File: src/ser_pkg.sv
// serial transmitter package with the word control type, APB register map and status layout
`default_nettype none

package ser_pkg;

   // ##########################################################################
   // per-word transfer control
   // ##########################################################################

   // size sits in CTRL bits 7:0, bit order in bit 8
   typedef struct packed {
      logic       lsbfirst;   // 1 = low bits leave first
      logic [7:0] size;       // number of SW-wide beats per word
   } tx_ctrl_t;

   // ##########################################################################
   // APB register map
   // ##########################################################################

   localparam int ADDR_W = 4;

   // byte offsets
   localparam logic [ADDR_W-1:0] REG_CTRL   = 4'h0;
   localparam logic [ADDR_W-1:0] REG_DATA   = 4'h4;
   localparam logic [ADDR_W-1:0] REG_STATUS = 4'h8;

   // status word fields, fifo level in bits 15:8
   localparam int STAT_BUSY      = 0;
   localparam int STAT_FULL      = 1;
   localparam int STAT_LEVEL_LSB = 8;
   localparam int STAT_LEVEL_W   = 8;

endpackage

`default_nettype wire

File: src/ser_word_if.sv
// ready/valid word channel between the transmitter blocks, with a fill level
`default_nettype none
`timescale 1ns/1ps

interface ser_word_if #(
   parameter type payload_t = logic,
   parameter int  DEPTH     = 4
);

   // level counts 0..DEPTH
   localparam int LW = $clog2(DEPTH + 1);

   // handshake, a word moves when both are high
   logic          valid;
   logic          ready;

   // word contents, held stable while valid waits for ready
   payload_t      payload;

   // occupancy reported back by the receiving side
   logic [LW-1:0] level;

   // sending side
   modport producer (output valid, output payload, input ready, input level);

   // receiving side
   modport consumer (input valid, input payload, output ready, output level);

endinterface

`default_nettype wire

File: src/apb_tx_regs.sv
// APB slave with the transfer control register, data word pushes and status read-back
`default_nettype none
`timescale 1ns/1ps

module apb_tx_regs
   import ser_pkg::*;
#(
   parameter int PW = 32,
   parameter int SW = 2
) (
   input  wire              clk,
   input  wire              nreset,
   // apb slave
   input  wire [ADDR_W-1:0] paddr,
   input  wire              psel,
   input  wire              penable,
   input  wire              pwrite,
   input  wire [31:0]       pwdata,
   output logic [31:0]      prdata,
   output logic             pready,
   output logic             pslverr,
   // words towards the fifo
   ser_word_if.producer     word_in,
   // shifter activity
   input  wire              busy
);

   localparam int         CTRL_W    = $bits(tx_ctrl_t);
   localparam logic [7:0] MAX_BEATS = 8'(PW / SW);

   logic        access;
   logic        wr_ctrl;
   logic        wr_data;
   logic        rd_sel;
   tx_ctrl_t    ctrl_q;
   tx_ctrl_t    ctrl_new;
   logic        ctrl_bad;
   logic        fifo_full;
   logic [31:0] status;

   // ##########################################################################
   // access decode
   // ##########################################################################

   // zero-wait slave
   assign pready = 1'b1;

   // access phase
   assign access  = psel & penable;
   assign wr_ctrl = access & pwrite & (paddr == REG_CTRL);
   assign wr_data = access & pwrite & (paddr == REG_DATA);
   assign rd_sel  = psel & ~pwrite;

   // ##########################################################################
   // control register
   // ##########################################################################

   assign ctrl_new = tx_ctrl_t'(pwdata[CTRL_W-1:0]);

   // a word holds at most PW/SW beats, zero beats is meaningless
   assign ctrl_bad = (ctrl_new.size == 8'd0) | (ctrl_new.size > MAX_BEATS);

   // full-width words, msb first out of reset
   always_ff @(posedge clk or negedge nreset) begin
      if (!nreset) begin
         ctrl_q.lsbfirst <= 1'b0;
         ctrl_q.size     <= MAX_BEATS;
      end else if (wr_ctrl && !ctrl_bad) begin
         ctrl_q <= ctrl_new;
      end
   end

   // ##########################################################################
   // data push
   // ##########################################################################

   // push offered during the access phase only
   assign word_in.valid   = wr_data;
   // each word carries the control in force at write time
   assign word_in.payload = {pwdata[PW-1:0], ctrl_q};

   // refused writes, the word is lost when the fifo cannot take it
   assign pslverr = (wr_data & ~word_in.ready) | (wr_ctrl & ctrl_bad);

   // ##########################################################################
   // read-back
   // ##########################################################################

   assign fifo_full = (word_in.level == word_in.DEPTH);

   always_comb begin
      status = '0;
      status[STAT_BUSY] = busy;
      status[STAT_FULL] = fifo_full;
      status[STAT_LEVEL_LSB +: STAT_LEVEL_W] = STAT_LEVEL_W'(word_in.level);
   end

   // data register reads back as zero
   always_comb begin
      prdata = '0;
      if (rd_sel) begin
         case (paddr)
            REG_CTRL:   prdata[CTRL_W-1:0] = ctrl_q;
            REG_STATUS: prdata = status;
            default:    prdata = '0;
         endcase
      end
   end

endmodule

`default_nettype wire

File: src/tx_fifo.sv
// synchronous circular FIFO for any payload type, reporting its fill level
`default_nettype none
`timescale 1ns/1ps

module tx_fifo #(
   parameter type payload_t = logic,
   parameter int  DEPTH     = 4
) (
   input  wire          clk,
   input  wire          nreset,
   // write side, level goes back to the producer
   ser_word_if.consumer wr,
   // read side, head shown combinationally
   ser_word_if.producer rd
);

   localparam int AW = $clog2(DEPTH);
   localparam int LW = $clog2(DEPTH + 1);

   payload_t      mem [DEPTH];
   logic [AW-1:0] wptr;
   logic [AW-1:0] rptr;
   logic [LW-1:0] count;
   logic          full;
   logic          empty;
   logic          push;
   logic          pop;

   // ##########################################################################
   // flags and handshakes
   // ##########################################################################

   assign full  = (count == LW'(DEPTH));
   assign empty = (count == '0);

   // a pop in the same cycle frees the slot a full fifo needs
   assign wr.ready = ~full | rd.ready;
   assign push     = wr.valid & wr.ready;

   assign rd.valid   = ~empty;
   assign rd.payload = mem[rptr];
   assign pop        = rd.valid & rd.ready;

   assign wr.level = count;

   // ##########################################################################
   // storage
   // ##########################################################################

   always_ff @(posedge clk) begin
      if (push) begin
         mem[wptr] <= wr.payload;
      end
   end

   // pointers wrap on their own since DEPTH is a power of two
   always_ff @(posedge clk or negedge nreset) begin
      if (!nreset) begin
         wptr <= '0;
         rptr <= '0;
      end else begin
         if (push) begin
            wptr <= wptr + 1'b1;
         end
         if (pop) begin
            rptr <= rptr + 1'b1;
         end
      end
   end

   // occupancy, unchanged on push with pop
   always_ff @(posedge clk or negedge nreset) begin
      if (!nreset) begin
         count <= '0;
      end else begin
         case ({push, pop})
            2'b10:   count <= count + 1'b1;
            2'b01:   count <= count - 1'b1;
            default: count <= count;
         endcase
      end
   end

endmodule

`default_nettype wire

File: src/par2ser.sv
// parallel to serial shifter sending SW bits per beat with a beat counter and serial wait
`default_nettype none
`timescale 1ns/1ps

module par2ser
   import ser_pkg::*;
#(
   parameter int PW = 32,
   parameter int SW = 2
) (
   input  wire           clk,
   input  wire           nreset,
   input  wire           ser_wait,
   // words from the fifo head
   ser_word_if.consumer  word_out,
   // serial side
   output logic [SW-1:0] dout,
   output logic          access_out,
   output logic          busy
);

   localparam int BEATS = PW / SW;
   // one bit of headroom so a full word of BEATS fits
   localparam int CW    = $clog2(BEATS) + 1;

   logic [PW-1:0] head_data;
   tx_ctrl_t      head_ctrl;
   logic [PW-1:0] shreg;
   logic [CW-1:0] count;
   logic          lsb_q;
   logic          sent;
   logic          last;
   logic          load;

   assign {head_data, head_ctrl} = word_out.payload;

   // ##########################################################################
   // beat control
   // ##########################################################################

   // beats remain while the counter is nonzero
   assign access_out = (count != '0);
   assign busy       = access_out;

   // a beat leaves on an edge without wait
   assign sent = access_out & ~ser_wait;
   assign last = (count == CW'(1));

   // idle, or finishing the last beat, so words stream back to back
   assign word_out.ready = ~access_out | (last & ~ser_wait);
   assign load           = word_out.valid & word_out.ready;

   always_ff @(posedge clk or negedge nreset) begin
      if (!nreset) begin
         count <= '0;
         lsb_q <= 1'b0;
      end else if (load) begin
         count <= CW'(head_ctrl.size);
         lsb_q <= head_ctrl.lsbfirst;
      end else if (sent) begin
         count <= count - 1'b1;
      end
   end

   // ##########################################################################
   // shift register
   // ##########################################################################

   // zeros shift in behind the data
   always_ff @(posedge clk) begin
      if (load) begin
         shreg <= head_data;
      end else if (sent && lsb_q) begin
         shreg <= {{SW{1'b0}}, shreg[PW-1:SW]};
      end else if (sent) begin
         shreg <= {shreg[PW-SW-1:0], {SW{1'b0}}};
      end
   end

   // bottom bits for lsb first, top bits otherwise
   assign dout = lsb_q ? shreg[SW-1:0] : shreg[PW-1:PW-SW];

endmodule

`default_nettype wire

File: src/serial_tx_top.sv
// APB programmed serial transmitter top with register block, word FIFO and serializer
`default_nettype none
`timescale 1ns/1ps

module serial_tx_top
   import ser_pkg::*;
#(
   parameter int PW    = 32,
   parameter int SW    = 2,
   parameter int DEPTH = 4
) (
   input  wire              clk,
   input  wire              nreset,
   // apb slave
   input  wire [ADDR_W-1:0] paddr,
   input  wire              psel,
   input  wire              penable,
   input  wire              pwrite,
   input  wire [31:0]       pwdata,
   output logic [31:0]      prdata,
   output logic             pready,
   output logic             pslverr,
   // serial output
   output logic [SW-1:0]    dout,
   output logic             access_out,
   input  wire              ser_wait
);

   // queued word, data above its control
   typedef struct packed {
      logic [PW-1:0] data;
      tx_ctrl_t      ctrl;
   } tx_word_t;

   logic tx_busy;

   // register block to fifo, fifo to shifter
   ser_word_if #(.payload_t(tx_word_t), .DEPTH(DEPTH)) word_in ();
   ser_word_if #(.payload_t(tx_word_t), .DEPTH(DEPTH)) word_out ();

   apb_tx_regs #(.PW(PW), .SW(SW)) regs0 (
      .clk     (clk),
      .nreset  (nreset),
      .paddr   (paddr),
      .psel    (psel),
      .penable (penable),
      .pwrite  (pwrite),
      .pwdata  (pwdata),
      .prdata  (prdata),
      .pready  (pready),
      .pslverr (pslverr),
      .word_in (word_in.producer),
      .busy    (tx_busy)
   );

   tx_fifo #(.payload_t(tx_word_t), .DEPTH(DEPTH)) fifo0 (
      .clk    (clk),
      .nreset (nreset),
      .wr     (word_in.consumer),
      .rd     (word_out.producer)
   );

   par2ser #(.PW(PW), .SW(SW)) ser0 (
      .clk        (clk),
      .nreset     (nreset),
      .ser_wait   (ser_wait),
      .word_out   (word_out.consumer),
      .dout       (dout),
      .access_out (access_out),
      .busy       (tx_busy)
   );

endmodule

`default_nettype wire

File: config.mk
export PLATFORM = sky130hd
export DESIGN_NAME = serial_tx_top
export DESIGN_NICKNAME = d
export VERILOG_FILES = /design/src/ser_pkg.sv /design/src/ser_word_if.sv /design/src/apb_tx_regs.sv /design/src/tx_fifo.sv /design/src/par2ser.sv /design/src/serial_tx_top.sv
export SDC_FILE = /design/constraint.sdc
export NUM_CORES = 1
export LEC_CHECK = 0
export BUFFER_PORTS_ARGS = -buffer_cell sky130_fd_sc_hd__buf_2
export CORE_MARGIN = 5
export CORE_UTILIZATION = 39
export DETAILED_ROUTE_END_ITERATION = 6
export SLEW_MARGIN = 40
export SYNTH_ARGS = -nofsm -noshare
export SYNTH_HDL_FRONTEND = slang
export SYNTH_SLANG_ARGS = --single-unit
File: constraint.sdc
create_clock -name clk -period 5 [get_ports clk]
set_input_delay 0 -clock clk [delete_from_list [all_inputs] [get_ports clk]]
set_output_delay 0 -clock clk [all_outputs]
set_load 0.1 [all_outputs]
* Word level (Yosys, flattened, before mapping)
Memory sizes are Yosys's and may differ from the RTL's. Cells that the tools add are included. W data, S select, Z words.
Word-level totals: memory bits (read-only) 0, register bits 54, word-level logic and storage cells 64, memories kept 1, input port bits 42, output and inout port bits 37, memory bits (writable) 164, bits in latches 0
Memory list:
- fifo0.mem | words 4, width 41, read ports 1, clocked after Yosys merged registers in 0, write ports 1, line tx_fifo.sv:20 | payload_t mem [DEPTH];
Cells by class: reductions and logical operators 10, $lt $le $gt $ge 1, divide/modulo/power cells 0, bitwise gates (word level) 21, eq/ne operators 6, shift operators 0, add/subtract/negate cells 5, mux-type cells 12, multiply operators 0
Operators by type and width (count):
- $mux W32 | 4
- $pmux W9 S2 | 1
- $and A1 B1 Y1 | 11
- $mux W5 | 2
- $gt A8 B5 Y1 const B | 1
- $logic_not A8 Y1 | 1
- $not A1 Y1 | 6
- $pmux W3 S2 | 1
- $eq A5 B1 Y1 const B | 1
- $reduce_bool A5 Y1 | 1
- $sub A5 B1 Y5 const B | 1
- $add A2 B1 Y2 const B | 2
- $eq A4 B3 Y1 const B | 1
- $eq A4 B4 Y1 const B | 1
- $logic_not A4 Y1 | 1
- $mux W2 | 2
- $or A1 B1 Y1 | 4
- $reduce_bool A2 Y1 | 2
- $add A3 B1 Y3 const B | 1
- $eq A3 B3 Y1 const B | 1
- $logic_not A3 Y1 | 1
- $reduce_bool A3 Y1 | 1
- $sub A3 B1 Y3 const B | 1
- $eq A2 B1 Y1 const B | 1
- other kinds (4) | 6

* Longest topological paths before layout
depth after elaboration 7, gate-level depth with buffers 12, mapped depth without buffers 12

* Cells and area by module
A second synthesis with hierarchy kept.
Second synthesis, totals: cells, all modules 602, area total of the unflattened synthesis 9760.6 sq um
By module, submodules not included:
- tx_fifo | cells an instance 254, sequential area each 5099.9 sq um, instances 1, area an instance 6336.1 sq um
- par2ser | cells an instance 242, sequential area each 1111.1 sq um, instances 1, area an instance 2459.9 sq um
- apb_tx_regs | cells an instance 106, sequential area each 226.5 sq um, instances 1, area an instance 964.7 sq um

* Worst setup path after synthesis
OpenSTA, ideal clock, no wires.
kind flip-flop to flip-flop, from register ser0.count[0], to register ser0.shreg[0] (enable), data required time 4.534 ns, path buffers 0, clock period less this slack 3.601 ns, arrival time 3.135 ns, setup slack 1.399 ns, setup time 0.466 ns, cell stages (with the launch flop) 5, path through dfrtp_1 > inv_1 > ha_1 > nor4b_1 > o21ai_0
Between the ends: word-level cells in the longest chain between the ends 5, elaborated cells between the ends (all ways) 9, classes of those cells 1 x eq/ne; 5 x bitwise; 3 x reduce/logical
Ends and longest elaborated chain:
- from (decl) | line par2ser.sv:29 | logic [CW-1:0] count;
- from (signal assigned) | line par2ser.sv:58 | count <= CW'(head_ctrl.size);
- from (signal assigned) | line par2ser.sv:61 | count <= count - 1'b1;
- $eq A5 B1 Y1 or $reduce_bool A5 Y1 (tied branches) | line par2ser.sv:47, par2ser.sv:42
- $and A1 B1 Y1 or $not A1 Y1 (tied branches) | line par2ser.sv:50 | assign word_out.ready = ~access_out | (last & ~ser_wait);
- $or A1 B1 Y1 | line par2ser.sv:50
- $and A1 B1 Y1 | line par2ser.sv:51 | assign load = word_out.valid & word_out.ready;
- $reduce_bool A3 Y1 (no source line) (*)
- to (signal assigned) | line par2ser.sv:72 | shreg <= head_data;
- to (signal assigned) | line par2ser.sv:74 | shreg <= {{SW{1'b0}}, shreg[PW-1:SW]};
- to (signal assigned) | line par2ser.sv:76 | shreg <= {shreg[PW-SW-1:0], {SW{1'b0}}};
- to (decl) | line par2ser.sv:28 | logic [PW-1:0] shreg;
Every way passes the cells marked *; elsewhere a longest branch is shown, timed or not. A chain may end at the register's enable or synchronous reset.

* Worst setup path after layout
from register ser0.count[1], to register fifo0.count[1] (netlist: fifo0.wr.level[1])
Between the ends: word-level cells in the longest chain between the ends 7, elaborated cells between the ends (all ways) 12, classes of those cells 3 x eq/ne; 1 x mux; 6 x bitwise; 2 x reduce/logical
Ends and longest elaborated chain:
- $eq A5 B1 Y1 or $reduce_bool A5 Y1 (tied branches) | line par2ser.sv:47, par2ser.sv:42
- $and A1 B1 Y1 or $not A1 Y1 (tied branches) | line par2ser.sv:50
- $or A1 B1 Y1 (*) | line par2ser.sv:50
- $or A1 B1 Y1 | line tx_fifo.sv:37 | assign wr.ready = ~full | rd.ready;
- $and A1 B1 Y1 | line tx_fifo.sv:38 | assign push = wr.valid & wr.ready;
- $eq A2 B1 Y1 or $eq A2 B2 Y1 (tied branches) | line tx_fifo.sv:76 | case ({push, pop})
- $pmux W3 S2 or $reduce_bool A2 Y1 (tied branches)
- to (signal assigned) | line tx_fifo.sv:77 | 2'b10: count <= count + 1'b1;
- to (signal assigned) | line tx_fifo.sv:78 | 2'b01: count <= count - 1'b1;
- to (signal assigned) | line tx_fifo.sv:79 | default: count <= count;
- to (decl) | line tx_fifo.sv:23 | logic [LW-1:0] count;
Marks and branches as above.

==> summary.md <==
| Metric | Value |
|---|---|
| Total chip power | 5.11 mW |
| Routed len/inst | 17.9 µm |
| Nets@finish | 642 |
| Total gr overflow | 0 |
| Starting Density | between 30% and 40% |
| Cell Count, Final, Fillers Out | approximately 900 |
| Hold-fix buffers at CTS | 35 |
| Leak pwr | 3.63 nW |
| Maximum vdd ir drop | 0.000238 V |
| Worst EP arrival | between 2000 and 3000 ps |
| Die Y | 158 µm |
| Setup crit end kind | flip-flop |
| CTS tree | done |
| Drt drc | 0 |
| Number of flops mapped to enable cells by yosys | 184 |
| Cell Area, Synth | around 8600 µm² |
| Antenna-violating nets left | 0 |
| Hpwl dp | 9710 µm |
| # port buffers | between 50 and 60 |
| Slew at the pin with the worst max-slew slack | 701 ps |
| CTS Sinks | 206 |
| Avg Cell Area, Syn | 17.3 µm² |
| Die ar. | roughly 25000 µm² |
| Setup TNS | 0 ps |
| Skew-Pair Late Insertion Delay | 490 ps |
| Hold crit path type | in -> async |
| GP Congestion | 0.784 |
| Most used DFF post-synth | edfxtp_1 |
| Internal reg-to-reg setup slack | approximately 2400 ps |
| Top cells by area, synth | edfxtp_1 (64%), mux4_2 (10%), dfrtp_1 (6.1%), mux2i_1 (3.5%), buf_4 (2.0%) |
| Max Root-Sink Buffers | 3 |
| CTS clk-pin slew, worst paths | around 60 ps |
| Yosys reg bits | 206 |
| Async SR Flop Fraction | 10.7% |
| Synth warn | 0 |
| Vias | 4410 |
| CP Class | reg -> reg |
| Core area | approximately 22000 µm² |
| Post_cts resized | 0 |
| H-tree depth | 1 |
| Critical path fanouts, max | 7 |
| Ant. Diodes | 0 |
| Post-synthesis cell type count | 42 |
| Commonest cells post-synth | edfxtp_1 (184), mux4_2 (38), nor2_1 (38) |
| Startpoint class of the critical path | flip-flop |
| DR pass1 iterations | 4 |
| Post-place setup slack | 2270 ps |
| CP Data Required Time | 5410 ps |
| Seq. cell area | 6080 µm² |
| Leading area contributor after synthesis | edfxtp_1 |
| Total GRT Usage | 12.9% |
| Post-route minimum period | between 2000 and 3000 ps |
| Power density over the cells | ~500 nW/µm² |
| IO Count | 79 |
| Final Max Tran Viols | 0 |
| Final worst path period share | 51.6% |
| Placed cell count | 812 |
| Final Setup Violations | 0 |
| Filler cell count | 1857 |
| Layout cell share with drive strength beyond 1 | 25.6% |
| Max transition margin | 53.2% |
| Top-count cell post-synth | edfxtp_1 |
| Via/cell ratio | approximately 5 |
| Clock skew | ~12 ps |
| DR iter-0 viols | ~220 |
| Syn Inst Count | 497 |
| DRT Wirelength | between 15000 and 20000 µm |
| FP Rows | 54 |
| Footprint of the multi-input gates | 2290 µm² |
| Endpoints failing hold | 0 |
| Max Clock Freq | ~0.39 GHz |
| Die Wd | 158 µm |
| First-pass GRT wire length | 25400 µm |
| Post-CTS Setup Inserts | 0 |
| Clk root buf | clkbuf_16 |
| Status | completed |
| CTS Buf Count | 22 |
| Max-cap violations | 0 |
| RSZ-0062 raised after global routing | false |
| Initial antenna violation count | 0 |
| Synth top area share | 64.3% |
| Final worst slack | 2420 ps |
| Seq/Total Area, Yosys | 70.7% |
| Maximum number of pins on one net before global-route repair | 70 |
| Vias in the first global route | 4750 |
| Syn-to-layout area delta | 18.5% |
[path summary, 6_finish.rpt]
kind	start	end	depth (start not counted)
worst max-delay path	ser0.count[1]$_DFFE_PN0P_	fifo0.wr.level[1]$_DFFE_PN0P_	10
worst min-delay path	nreset	ser0.lsb_q$_DFFE_PN0N_	2
worst max register to register	ser0.count[1]$_DFFE_PN0P_	fifo0.wr.level[1]$_DFFE_PN0P_	10
worst min register to register	regs0.word_in.payload[6]$_DFFE_PN0P_	regs0.word_in.payload[6]$_DFFE_PN0P_	1
max in group asynchronous	nreset	fifo0.rptr[0]$_DFFE_PN0N_	2
min in group clk	penable	fifo0.wptr[0]$_DFFE_PN0P_	5
[worst max-delay path, cell delays in order (launching register included)]
cell and delay (ps):
dfrtp_1 390, inv_1 110, ha_1 140, nor2b_1 170
o21ai_0 150, a311oi_2 550, inv_1 100, ha_1 230
inv_1 80, fa_1 410, o21ai_0 160
[stage by stage]
stage                     utilization [%]  area (µm²)  hold WS [ps]
after floorplan                         -        8670          -296
after global placement               41.6        9050          4.18
after detailed placement             41.7        9060          19.4
after CTS                            46.8       10200          22.4
after global routing                 46.8       10200          74.7
final                                46.8       10200          18.0
[state kept, by name (all words and copies together) (netlist names)]
name,flops
fifo0.mem,152
fifo0.rptr,2
fifo0.wptr,2
fifo0.wr.level,3
regs0.word_in.payload,9
ser0.count,5
ser0.lsb_q,1
ser0.shreg,32
[kinds of logic after synthesis]
| family | Yosys count | share of synthesized area, % |
|---|---|---|
| mux | 77 | 14.9 |
| compound gates | 43 | 2.75 |
| buf+inv | 57 | 3.83 |
| flops | 206 | 70.7 |
| xor+xnor | 8 | 0.816 |
| simple gates | 95 | 5.49 |
| fa+ha+maj | 9 | 1.40 |
| other cells | 2 | 0.0874 |
[metal layers]
metal / up-vias / part of all wire [%] / global-route usage (%)
met5: - / 0 / 0
met4: 0 / 2.0 / 2.84
met3: 28 / 5.5 / 2.20
met2: 112 / 50 / 21.9
met1: 2222 / 43 / 17.5
li1: 2048 / - / -
[power by group]
part	leakage (nW)	total [mW]	switching (mW)	internal (mW)
clock network	0.368	1.68	0.624	1.06
logic	1.26	1.15	0.637	0.517
registers	1.99	2.28	0.168	2.11
total	3.63	5.11	1.43	3.69
[placed cells by master (no fill, tap or decap), types with 8 or more instances in the layout]
cell | netlist | layout
nor2_1 | 38 | 38
mux2i_1 | 30 | 30
inv_1 | 12 | 12
conb_1 | 2 | 22
dfrtp_1 | 21 | 20
clkbuf_16 | 0 | 23
nand2_1 | 15 | 15
buf_2 | 5 | 56
ha_1 | 8 | 8
a21oi_1 | 33 | 33
mux4_2 | 38 | 38
dlygate4sd3_1 | 0 | 35
edfxtp_1 | 184 | 184
[final cells by class]
type / count / share of cell area, %
well taps: 280 / 3.44
multi-input cells: 254 / 22.5
clock buffers: 28 / 5.94
clock inverters: 11 / 1.51
inverters: 12 / 0.443
flip-flops and latches: 206 / 59.7
repair buffers: 95 / 6.49
Power figures use the tool's default switching activity.
